==> config.mk <==
export PLATFORM = sky130hd
export DESIGN_NAME = dense_layer
export DESIGN_NICKNAME = d
export VERILOG_FILES = /design/src/hdl/rnn_pkg.sv /design/src/hdl/feature_buffer.sv /design/src/hdl/weight_store.sv /design/src/hdl/dense_sequencer.sv /design/src/hdl/activation_unit.sv /design/src/hdl/dense_layer.sv
export VERILOG_INCLUDE_DIRS = /design/src /design/src/hdl
export SDC_FILE = /design/constraint.sdc
export NUM_CORES = 1
export LEC_CHECK = 0
export BUFFER_PORTS_ARGS = -buffer_cell sky130_fd_sc_hd__buf_2
export CORE_UTILIZATION = 45
export CTS_CLUSTER_DIAMETER = 80
export DETAILED_ROUTE_END_ITERATION = 6
export PLACE_DENSITY_LB_ADDON = 0.12
export SYNTH_ARGS = -nofsm -noshare
export SYNTH_HDL_FRONTEND = slang
export SYNTH_SLANG_ARGS = --single-unit
==> constraint.sdc <==
create_clock -name clk -period 14.95 [get_ports clk]
set_input_delay 2.2425 -clock clk [delete_from_list [all_inputs] [get_ports clk]]
set_output_delay 2.2425 -clock clk [all_outputs]
set_load 0.05 [all_outputs]
==> src/hdl/rnn_macros.svh <==
`ifndef RNN_MACROS_SVH
`define RNN_MACROS_SVH

// layer geometry
`define RNN_IN_SIZE 8
`define RNN_OUT_SIZE 4

// word widths
`define RNN_FIXED_W 32
`define RNN_WEIGHT_W 8

// Q16.16 fraction
`define RNN_FRAC_BITS 16

// weights are stored as value*256
`define RNN_SCALE_SHIFT 8

// tanh(k/8) for k = 0..32
`define RNN_TANH_ENTRIES 33

`define RNN_ONE 32'sh0001_0000
`define RNN_HALF 32'sh0000_8000

`endif

==> src/tanh_table.mem <==
// tanh(k/8) for k = 0..32, one Q16.16 word per line
00000000
00001FD6
00003EB3
00005BBD
0000764D
00008DFA
0000A299
0000B433
0000C2F8
0000CF2E
0000D929
0000E13C
0000E7B8
0000ECE3
0000F0FE
0000F43C
0000F6CB
0000F8CD
0000FA60
0000FB9C
0000FC93
0000FD54
0000FDEB
0000FE60
0000FEBC
0000FF03
0000FF3B
0000FF67
0000FF89
0000FFA3
0000FFB8
0000FFC8
0000FFD4

==> src/hdl/rnn_pkg.sv <==
`default_nettype none
`include "rnn_macros.svh"

package rnn_pkg;

	typedef logic signed [`RNN_FIXED_W-1:0] fixed_t;
	typedef logic signed [`RNN_WEIGHT_W-1:0] weight_t;

	typedef enum logic [1:0] {
		ACT_TANH = 2'd0,
		ACT_SIGMOID = 2'd1,
		ACT_RELU = 2'd2
	} act_kind_e;

	typedef enum logic [1:0] {
		CFG_WEIGHT = 2'd0,
		CFG_BIAS = 2'd1,
		CFG_ACT = 2'd2
	} cfg_kind_e;

	// one configuration word, data[1:0] holds act_kind_e for CFG_ACT
	typedef struct packed {
		cfg_kind_e kind;
		logic [7:0] addr;
		weight_t data;
	} cfg_write_t;

	typedef struct packed {
		fixed_t data;
		logic last;
	} feat_beat_t;

	typedef struct packed {
		fixed_t value;
		logic [1:0] neuron;
		logic last;
	} result_t;

	// finished neuron sum on its way to the activation pipeline
	typedef struct packed {
		fixed_t sum;
		logic [1:0] neuron;
		logic last;
		act_kind_e act;
	} acc_beat_t;

endpackage

`default_nettype wire

==> src/hdl/feature_buffer.sv <==
`timescale 1ns/1ps
`default_nettype none
`include "rnn_macros.svh"

module feature_buffer (
	input wire clk,
	input wire rst,
	input wire feat_valid_i,
	input wire rnn_pkg::feat_beat_t feat_i,
	output logic feat_ready_o,
	input wire [2:0] rd_idx_i,
	output rnn_pkg::fixed_t rd_data_o,
	output logic full_o,
	input wire release_i
);

	rnn_pkg::fixed_t vec_mem [`RNN_IN_SIZE];
	logic [2:0] fill_cnt;
	logic wr_en;

	// the beat count closes the vector, the last flag is not needed
	assign feat_ready_o = !full_o;
	assign wr_en = feat_valid_i && feat_ready_o;
	assign rd_data_o = vec_mem[rd_idx_i];

	always_ff @(posedge clk) begin
		if (rst) begin
			fill_cnt <= '0;
			full_o <= 1'b0;
		end else if (release_i) begin
			fill_cnt <= '0;
			full_o <= 1'b0;
		end else if (wr_en) begin
			fill_cnt <= fill_cnt + 3'd1;
			if (fill_cnt == 3'(`RNN_IN_SIZE - 1))
				full_o <= 1'b1;
		end
	end

	// vector storage
	always_ff @(posedge clk) begin
		if (wr_en)
			vec_mem[fill_cnt] <= feat_i.data;
	end

endmodule

`default_nettype wire

==> src/hdl/weight_store.sv <==
`timescale 1ns/1ps
`default_nettype none
`include "rnn_macros.svh"

module weight_store (
	input wire clk,
	input wire rst,
	input wire cfg_valid_i,
	input wire rnn_pkg::cfg_write_t cfg_i,
	output logic cfg_ready_o,
	input wire idle_i,
	input wire [4:0] w_addr_i,
	output rnn_pkg::weight_t w_data_o,
	input wire [1:0] b_addr_i,
	output rnn_pkg::weight_t b_data_o,
	output rnn_pkg::act_kind_e act_kind_o
);

	// weight at input i for neuron n lives at i*OUT + n
	rnn_pkg::weight_t w_mem [`RNN_IN_SIZE * `RNN_OUT_SIZE];
	rnn_pkg::weight_t b_mem [`RNN_OUT_SIZE];
	logic cfg_fire;

	// writes only while no vector is in flight
	assign cfg_ready_o = idle_i;
	assign cfg_fire = cfg_valid_i && idle_i;

	assign w_data_o = w_mem[w_addr_i];
	assign b_data_o = b_mem[b_addr_i];

	always_ff @(posedge clk) begin
		if (cfg_fire && cfg_i.kind == rnn_pkg::CFG_WEIGHT)
			w_mem[cfg_i.addr[4:0]] <= cfg_i.data;
		if (cfg_fire && cfg_i.kind == rnn_pkg::CFG_BIAS)
			b_mem[cfg_i.addr[1:0]] <= cfg_i.data;
	end

	// activation kind, tanh out of reset
	always_ff @(posedge clk) begin
		if (rst)
			act_kind_o <= rnn_pkg::ACT_TANH;
		else if (cfg_fire && cfg_i.kind == rnn_pkg::CFG_ACT)
			act_kind_o <= rnn_pkg::act_kind_e'(cfg_i.data[1:0]);
	end

endmodule

`default_nettype wire

==> src/hdl/dense_sequencer.sv <==
`timescale 1ns/1ps
`default_nettype none
`include "rnn_macros.svh"

module dense_sequencer (
	input wire clk,
	input wire rst,
	input wire start_i,
	output logic [2:0] feat_idx_o,
	input wire rnn_pkg::fixed_t feat_data_i,
	output logic [4:0] w_addr_o,
	input wire rnn_pkg::weight_t w_data_i,
	output logic [1:0] b_addr_o,
	input wire rnn_pkg::weight_t b_data_i,
	input wire rnn_pkg::act_kind_e act_kind_i,
	output logic acc_valid_o,
	output rnn_pkg::acc_beat_t acc_o,
	input wire acc_ready_i,
	output logic done_o
);

	typedef enum logic [1:0] {
		SEQ_IDLE,
		SEQ_BIAS,
		SEQ_MAC,
		SEQ_OFFER
	} seq_state_e;

	seq_state_e state;
	logic [1:0] neuron;
	logic [2:0] in_idx;
	rnn_pkg::fixed_t acc;
	rnn_pkg::fixed_t product;
	logic last_neuron;
	logic take;

	assign feat_idx_o = in_idx;
	// i*4 + n, the neuron count is a power of two
	assign w_addr_o = {in_idx, neuron};
	assign b_addr_o = neuron;

	// integer weight times Q16.16 feature is already Q16.16
	assign product = rnn_pkg::fixed_t'(w_data_i) * feat_data_i;

	assign last_neuron = (neuron == 2'(`RNN_OUT_SIZE - 1));
	assign acc_valid_o = (state == SEQ_OFFER);
	assign take = acc_valid_o && acc_ready_i;
	assign done_o = take && last_neuron;

	always_comb begin
		acc_o.sum = acc;
		acc_o.neuron = neuron;
		acc_o.last = last_neuron;
		acc_o.act = act_kind_i;
	end

	always_ff @(posedge clk) begin
		if (rst) begin
			state <= SEQ_IDLE;
			neuron <= '0;
			in_idx <= '0;
		end else begin
			case (state)
				SEQ_IDLE: begin
					neuron <= '0;
					in_idx <= '0;
					if (start_i)
						state <= SEQ_BIAS;
				end
				SEQ_BIAS: begin
					in_idx <= '0;
					state <= SEQ_MAC;
				end
				SEQ_MAC: begin
					in_idx <= in_idx + 3'd1;
					if (in_idx == 3'(`RNN_IN_SIZE - 1))
						state <= SEQ_OFFER;
				end
				SEQ_OFFER: begin
					// hold the sum until the activation pipeline takes it
					if (take) begin
						neuron <= neuron + 2'd1;
						state <= last_neuron ? SEQ_IDLE : SEQ_BIAS;
					end
				end
				default: state <= SEQ_IDLE;
			endcase
		end
	end

	// bias enters as an integer, shifted up to Q16.16
	always_ff @(posedge clk) begin
		if (state == SEQ_BIAS)
			acc <= rnn_pkg::fixed_t'(b_data_i) <<< `RNN_FRAC_BITS;
		else if (state == SEQ_MAC)
			acc <= acc + product;
	end

endmodule

`default_nettype wire

==> src/hdl/activation_unit.sv <==
`timescale 1ns/1ps
`default_nettype none
`include "rnn_macros.svh"

module activation_unit (
	input wire clk,
	input wire rst,
	input wire acc_valid_i,
	input wire rnn_pkg::acc_beat_t acc_i,
	output logic acc_ready_o,
	output logic res_valid_o,
	output rnn_pkg::result_t res_o,
	input wire res_ready_i,
	output logic busy_o
);

	rnn_pkg::fixed_t tanh_rom [`RNN_TANH_ENTRIES];

	logic advance;
	rnn_pkg::fixed_t pre;
	rnn_pkg::fixed_t mag;
	logic sat;
	logic [5:0] seg;

	// stage one
	logic s1_valid;
	logic s1_neg;
	logic s1_sat;
	logic [12:0] s1_frac;
	rnn_pkg::fixed_t s1_pre;
	rnn_pkg::fixed_t s1_t0;
	rnn_pkg::fixed_t s1_t1;
	logic [1:0] s1_neuron;
	logic s1_last;
	rnn_pkg::act_kind_e s1_act;

	// stage two math
	rnn_pkg::fixed_t slope;
	rnn_pkg::fixed_t t_abs;
	rnn_pkg::fixed_t tanh_val;
	rnn_pkg::fixed_t act_val;

	initial $readmemh("/design/src/tanh_table.mem", tanh_rom);

	// both stages move together, only a held result blocks them
	assign advance = !res_valid_o || res_ready_i;
	assign acc_ready_o = advance;
	assign busy_o = s1_valid || res_valid_o;

	assign pre = $signed(acc_i.sum) >>> `RNN_SCALE_SHIFT;
	assign mag = pre[`RNN_FIXED_W-1] ? -pre : pre;
	assign sat = (mag >= (`RNN_ONE <<< 2));
	// segment of 1/8 and the position inside it
	assign seg = sat ? 6'd0 : mag[18:13];

	assign slope = (s1_t1 - s1_t0) * rnn_pkg::fixed_t'({19'd0, s1_frac});
	assign t_abs = s1_sat ? `RNN_ONE : s1_t0 + (slope >>> 13);
	assign tanh_val = s1_neg ? -t_abs : t_abs;

	always_comb begin
		case (s1_act)
			rnn_pkg::ACT_SIGMOID: act_val = (tanh_val >>> 1) + `RNN_HALF;
			rnn_pkg::ACT_RELU: act_val = s1_neg ? '0 : s1_pre;
			default: act_val = tanh_val;
		endcase
	end

	always_ff @(posedge clk) begin
		if (rst) begin
			s1_valid <= 1'b0;
			res_valid_o <= 1'b0;
		end else if (advance) begin
			s1_valid <= acc_valid_i;
			res_valid_o <= s1_valid;
		end
	end

	always_ff @(posedge clk) begin
		if (advance) begin
			s1_neg <= pre[`RNN_FIXED_W-1];
			s1_sat <= sat;
			s1_frac <= mag[12:0];
			s1_pre <= pre;
			s1_t0 <= tanh_rom[seg];
			s1_t1 <= tanh_rom[seg + 6'd1];
			s1_neuron <= acc_i.neuron;
			s1_last <= acc_i.last;
			s1_act <= acc_i.act;
			res_o.value <= act_val;
			res_o.neuron <= s1_neuron;
			res_o.last <= s1_last;
		end
	end

endmodule

`default_nettype wire

==> src/hdl/dense_layer.sv <==
`timescale 1ns/1ps
`default_nettype none
`include "rnn_macros.svh"

module dense_layer (
	input wire clk,
	input wire rst,
	input wire cfg_valid_i,
	input wire rnn_pkg::cfg_write_t cfg_i,
	output logic cfg_ready_o,
	input wire feat_valid_i,
	input wire rnn_pkg::feat_beat_t feat_i,
	output logic feat_ready_o,
	output logic res_valid_o,
	output rnn_pkg::result_t res_o,
	input wire res_ready_i
);

	logic buf_valid;
	logic buf_ready;
	logic buf_full;
	logic [2:0] feat_idx;
	rnn_pkg::fixed_t feat_data;
	logic [4:0] w_addr;
	rnn_pkg::weight_t w_data;
	logic [1:0] b_addr;
	rnn_pkg::weight_t b_data;
	rnn_pkg::act_kind_e act_kind;
	logic acc_valid;
	logic acc_ready;
	rnn_pkg::acc_beat_t acc;
	logic seq_done;
	logic act_busy;
	logic idle;

	assign idle = !buf_full && !act_busy;

	// next vector waits until the last results have drained
	assign buf_valid = feat_valid_i && !act_busy;
	assign feat_ready_o = buf_ready && !act_busy;

	feature_buffer fbuf0 (
		.clk(clk),
		.rst(rst),
		.feat_valid_i(buf_valid),
		.feat_i(feat_i),
		.feat_ready_o(buf_ready),
		.rd_idx_i(feat_idx),
		.rd_data_o(feat_data),
		.full_o(buf_full),
		.release_i(seq_done)
	);

	weight_store wstore0 (
		.clk(clk),
		.rst(rst),
		.cfg_valid_i(cfg_valid_i),
		.cfg_i(cfg_i),
		.cfg_ready_o(cfg_ready_o),
		.idle_i(idle),
		.w_addr_i(w_addr),
		.w_data_o(w_data),
		.b_addr_i(b_addr),
		.b_data_o(b_data),
		.act_kind_o(act_kind)
	);

	dense_sequencer seq0 (
		.clk(clk),
		.rst(rst),
		.start_i(buf_full),
		.feat_idx_o(feat_idx),
		.feat_data_i(feat_data),
		.w_addr_o(w_addr),
		.w_data_i(w_data),
		.b_addr_o(b_addr),
		.b_data_i(b_data),
		.act_kind_i(act_kind),
		.acc_valid_o(acc_valid),
		.acc_o(acc),
		.acc_ready_i(acc_ready),
		.done_o(seq_done)
	);

	activation_unit act0 (
		.clk(clk),
		.rst(rst),
		.acc_valid_i(acc_valid),
		.acc_i(acc),
		.acc_ready_o(acc_ready),
		.res_valid_o(res_valid_o),
		.res_o(res_o),
		.res_ready_i(res_ready_i),
		.busy_o(act_busy)
	);

endmodule

`default_nettype wire

=== After elaboration in Yosys (flattened, before gate mapping) ===
Memories as Yosys holds them, arrays and structs flattened. A register that Yosys moved wholly into a read port is not among the register bits.
Index checks and enable logic that the tools add are counted.
W data, S select, Z words.

* Flip-flop bits (word level): 190
* Bits in writable memories: 544
* Input port bits: 56
* Memories: 3

* $add $sub $neg: 9
* Multipliers: 2
* $lt $le $gt $ge: 1
* Equality and inequality tests: 13
* Mux-type cells: 25
* Reduce and logical (&&, ||, !) cells: 24

{| class="wikitable"
|+ Memories
! memory !! words !! width !! rd ports !! clocked after memory_dff !! wr ports !! line !! source
|-
| fbuf0.vec_mem || 8 || 32 || 1 || 1 || 1 || feature_buffer.sv:17 || <nowiki>rnn_pkg::fixed_t vec_mem [`RNN_IN_SIZE];</nowiki>
|-
| wstore0.w_mem || 32 || 8 || 1 || 0 || 1 || weight_store.sv:20 || <nowiki>rnn_pkg::weight_t w_mem [`RNN_IN_SIZE * `RNN_OUT_SIZE];</nowiki>
|-
| wstore0.b_mem || 4 || 8 || 1 || 1 || 1 || weight_store.sv:21 || <nowiki>rnn_pkg::weight_t b_mem [`RNN_OUT_SIZE];</nowiki>
|}

{| class="wikitable"
|+ Operators with widths
! cell !! number
|-
| $mux W32 || 6
|-
| $pmux W32 S2 || 1
|-
| $add A31 B17 Y32 const B || 1
|-
| $add A32 B19 Y32 || 1
|-
| $add A32 B32 Y32 || 1
|-
| $ge A32 B20 Y1 const B || 1
|-
| $mul A32 B14 Y32 || 1
|-
| $mul A8 B32 Y32 || 1
|-
| $neg A24 Y32 || 1
|-
| $neg A32 Y32 || 1
|-
| $sub A32 B32 Y32 || 1
|-
| $mux W2 || 6
|-
| $eq A2 B2 Y1 const B || 5
|-
| $logic_and A1 B1 Y1 || 9
|-
| $pmux W2 S4 || 1
|-
| $mux W1 || 7
|-
| $add A3 B1 Y3 const B || 2
|-
| $eq A2 B1 Y1 const B || 3
|-
| $eq A3 B3 Y1 const B || 2
|-
| $mux W3 || 2
|-
| $pmux W3 S2 || 1
|-
| $reduce_bool A2 Y1 || 3
|-
| $logic_not A2 Y1 || 2
|-
| $ne A2 B2 Y1 const B || 2
|-
| 8 further kinds || 13
|}

=== Depth between registers and ports, before layout ===
* Depth after elaboration: 8
* Mapped depth: 33
* Mapped depth without buffers: 27

=== Hierarchy ===
Synthesis repeated with hierarchy kept, for this count alone.

* Cell total of the unflattened synthesis: 1976
* Area, all modules: 32773.9 µm²

{| class="wikitable"
|+ By module, submodules not included
! module !! times used !! cells each !! area an instance (µm²) !! sequential area each (µm²)
|-
| weight_store || 1 || 468 || 11193.2 || 8688.3
|-
| feature_buffer || 1 || 399 || 10002.1 || 7767.4
|-
| dense_sequencer || 1 || 965 || 9206.3 || 940.9
|-
| activation_unit || 1 || 141 || 2356.0 || 1781.7
|-
| dense_layer || 1 || 3 || 16.3 || 0.0
|}

=== Least setup slack after synthesis ===
No wires, ideal clock.

* Kind: reg-to-reg
* From: register seq0.neuron[0] (netlist: seq0.b_addr_o[0])
* To: register seq0.acc[23] (data pin)
* Library setup time: 0.263 ns
* Arrival: 7.051 ns
* Required time: 14.687 ns
* Path slack: 7.636 ns
* Cell stages (with the launch flop): 29
* Path buffers: 5
* Clock period less this slack: 7.314 ns
* Path through: dfxtp_1 -> buf_6 -> buf_12 -> buf_6 -> mux4_2 -> mux4_2 -> nand2b_1 -> o31ai_1 -> clkbuf_1 -> clkbuf_1 -> nor2_1 -> fa_1 -> inv_1 -> fa_1 -> fa_1 -> inv_1 -> fa_1 -> ha_1 -> ha_1 -> a21o_1 -> a221oi_1 -> o21ai_1 -> a31oi_1 -> o21ai_1 -> a31o_2 -> a211o_1 -> a21oi_1 -> xor2_1 -> o21ai_1

* Longest elaborated chain between the ends: 5

{| class="wikitable"
|+ Ends and longest elaborated chain
! element !! line !! source
|-
| start, declared || dense_sequencer.sv:30 || <nowiki>logic [1:0] neuron;</nowiki>
|-
| start signal, assigned || dense_sequencer.sv:82 || <nowiki>neuron <= neuron + 2'd1;</nowiki>
|-
| $mem_v2 Z32 W8 || n/a ||
|-
| $mul A8 B32 Y32 || dense_sequencer.sv:43 || <nowiki>assign product = rnn_pkg::fixed_t'(w_data_i) * feat_data_i;</nowiki>
|-
| $add A32 B32 Y32 || dense_sequencer.sv:96 || <nowiki>acc <= acc + product;</nowiki>
|-
| $mux W32 || dense_sequencer.sv:95 || <nowiki>else if (state == SEQ_MAC)</nowiki>
|-
| $mux W32 || dense_sequencer.sv:93 || <nowiki>if (state == SEQ_BIAS)</nowiki>
|-
| end signal, assigned || dense_sequencer.sv:94 || <nowiki>acc <= rnn_pkg::fixed_t'(b_data_i) <<< `RNN_FRAC_BITS;</nowiki>
|-
| end signal, assigned || dense_sequencer.sv:96 ||
|-
| end, declared || dense_sequencer.sv:32 || <nowiki>rnn_pkg::fixed_t acc;</nowiki>
|}

No other way between the ends. The select of a mux whose other input is x is not followed.
A chain may end at the register's enable or synchronous reset.

=== Worst setup path in the final report ===
* From: register seq0.neuron[0] (netlist: seq0.b_addr_o[0])
* To: register seq0.acc[30] (data pin)

The elaborated chain is that of the path after synthesis.

==> results.toml <==
[global_routing]
grt_usage = 0.200
overflow = 0
grt_max_degree = 64
grt_pass1_vias = 17900
grt_pass1_wl_mm = 110
antenna_found_initial = 6

[layout]
drive_above_1_share = 0.177
postLayoutCoreUtil = 0.508
area_delta_synth_final_pct = 11.1
mostFrequentLayoutCell = "edfxtp_1"
num_antenna_cells = 0
mostFrequentLayoutCells = "edfxtp_1, inv_1, nor2_1"
nNetsFinal = 2457

[route]
routedWlPerCell_microns = 22.7
dr_total_vias = 17100
finalWirelength_mm = 70.9
drtIter0Drc = 1473
vias_per_cell = 5.48
drcViolationCount = 0
antenna_left = 0
drt-pass1-iter-count = 5

[clock_tree]
cts-root-buf = "clkbuf_16"
tritoncts = "built"
postCtsSetupBuffers = 0
numCtsBuffers = 69
cts.sinks = 654
worstSkewPairLatency_ns = 0.63
ctsHoldBuffers = 0
cts_resized = 0
clk_pin_slew_ns = 0.06
cts_max_level = 3
clockBufferDepth = 3

[sta]
final_hold_viol_count = 0
fin_skew_ns = 0.0266
slew_viol_final = 0
rsz0062_at_grt = "false"
finalSetupTns_ns = 0
fmax_mhz = 113
min_period_over_period = 0.593
min_period_ns = 8.87
finalSetupViolations = 0
relSlewSlack = 0.208
worst_pin_slew_ns = 1.19

[floorplanning]
io_pins = 94
die-area_sq_mm = 0.0727
rows = 97
die_w_microns = 270
start_util = 0.457
placeableCoreArea_sq_mm = 0.0705
die_y_microns = 270

[synthesis]
syn-cell-area_sq_mm = 0.0322
synth_edf_count = 618
postSynth.topFlopCell = "edfxtp_1"
synth-seq-area-share = 0.598
syn-num-nets = 2355
ys_warn_count = 0
synth_top_area_frac = 0.575
synth_area_leaders = "edfxtp_1, fa_1, mux4_2"
synth_area_per_cell_sq_um = 15.9
synth_cell_types = 67
synth_cells = 2034
synthArstFlopShare = 0
yosysTopAreaCell = "edfxtp_1"
ys_ff_latch = 654

[min_path]
hold_path_class = "reg -> reg"
min-delay-start = "act0.s1_last$_DFFE_PN_"

[critical_path]
arrival_ns = 9.36
r2r_start = "seq0.b_addr_o[0]$_SDFFE_PP0P_"
critPathMaxFanout = 42
worstPathRequired_ns = 15.44
startpoint = "seq0.b_addr_o[0]$_SDFFE_PP0P_"
crit_path_end_kind = "register"
crit_type = "reg -> reg"
critPathLaunchType = "register"

[outcome]
status = "finished clean"

[power_and_ir_drop]
peakVddDrop_mv = 0.0788
power_w = 0.00476
leakage_nw = 13.1
power_density_mw_per_mm2 = 133

[placed_design]
gp_congestion = 0.831
hpwlAfterDp_mm = 46.0
port_buffers = 89

[run]
drv_cap = 0
## synth_stat cells, drive strengths merged, types with 10 or more instances
| cell type | count |
|---|---|
| edfxtp | 618 |
| inv | 201 |
| nor2 | 200 |
| fa | 187 |
| mux4 | 139 |
| nand2 | 111 |
| ha | 78 |
| clkbuf | 51 |
| mux2i | 42 |
| o21ai | 37 |
| dfxtp | 36 |
| buf | 35 |
| a21oi | 32 |
| nor2b | 31 |
| nand2b | 28 |
| xnor2 | 22 |
| and2 | 18 |
| a21o | 16 |
| nor3 | 16 |
| mux2 | 13 |
| nand3 | 10 |
## critical path, stage by stage (launching register included)
cell and delay [ns]:
dfxtp_4 0.73, buf_4 0.75, mux4_2 0.63, mux4_2 0.57, nand2b_1 0.23, o31ai_4 0.08
buf_4 0.39, nand2b_1 0.21, fa_1 0.43, fa_1 0.59, fa_1 0.44, fa_1 0.49
inv_1 0.05, fa_1 0.43, ha_1 0.35, o21ai_0 0.14, a21boi_0 0.25, o21ai_0 0.15
a21oi_1 0.33, o2111ai_1 0.21, a31oi_1 0.50, a211oi_1 0.21, nor4b_1 0.31, a211o_1 0.14
## layer usage
metal / up-vias / wire length, microns / track usage / part of all wire
met5: - / 69 / 0 / 0.00097
met4: 12 / 1010 / 0.0422 / 0.014
met3: 85 / 4690 / 0.0424 / 0.066
met2: 485 / 32400 / 0.307 / 0.46
met1: 8989 / 32700 / 0.296 / 0.46
li1: 7576 / - / - / -
## final timing paths
path	end	slack [ns]	cells past startpoint
min	act0.res_o[0]$_DFFE_PN_	0.42	0
min reg2reg	act0.res_o[0]$_DFFE_PN_	0.42	0
max reg2reg	seq0.acc[30]$_DFFE_PP_	6.08	23
max	seq0.acc[30]$_DFFE_PP_	6.08	23
## power breakdown
part,internal [W],total [W],leakage [nW],switching [W]
Sequential,0.00202,0.00203,6.06,0.00000493
Clock,0.000898,0.00161,1.02,0.000712
Combinational,0.000476,0.00113,5.98,0.000651
Total,0.00339,0.00476,13.1,0.00137
## cell type report
cell class,instances,area [sq um]
Clock buffer,94,1850
Clock inverter,29,270
Fill cell,5847,34700
Inverter,202,758
Multi-Input combinational cell,1092,11800
Sequential cell,654,19300
Tap cell,940,1180
Timing Repair Buffer,117,656
## cell families after synthesis
group | after synthesis | share of synthesized area
multiplexers | 194 | 0.115
AO/OA/AOI/OAI | 146 | 0.0298
XOR/XNOR | 32 | 0.00935
AND/OR/NAND/NOR | 455 | 0.0641
flip-flops | 654 | 0.598
adder cells (fa/ha/maj) | 265 | 0.146
buffers and inverters | 288 | 0.0380
## sequential cells by signal (all words and copies together) (netlist names), named ones only
name,cells
seq0.feat_idx_o,3
wstore0.w_mem,256
fbuf0.fill_cnt,3
fbuf0.full_o,1
wstore0.act_kind_o,2
act0.s1_valid,1
act0.res_valid_o,1
act0.res_o,28
seq0.acc,32
act0.s1_neuron,2
act0.s1_pre,24
act0.s1_act,2
fbuf0.vec_mem,256
wstore0.b_mem,32
act0.s1_sat,1
seq0.state,2
act0.s1_last,1
seq0.b_addr_o,2
## per-stage QoR
stage                     hold slack [ns]  cells  cell area, sq um  setup slack, ns
after CTS                           0.419   3128             35800             6.03
after floorplan                     0.400   2034             32200             7.64
after detailed placement            0.414   3005             33700             6.06
after global placement              0.403   3005             33700             6.02
final                               0.418   3128             35800             6.08
after global routing                0.425   3128             35800             5.50
Power figures use the tool's default switching activity.
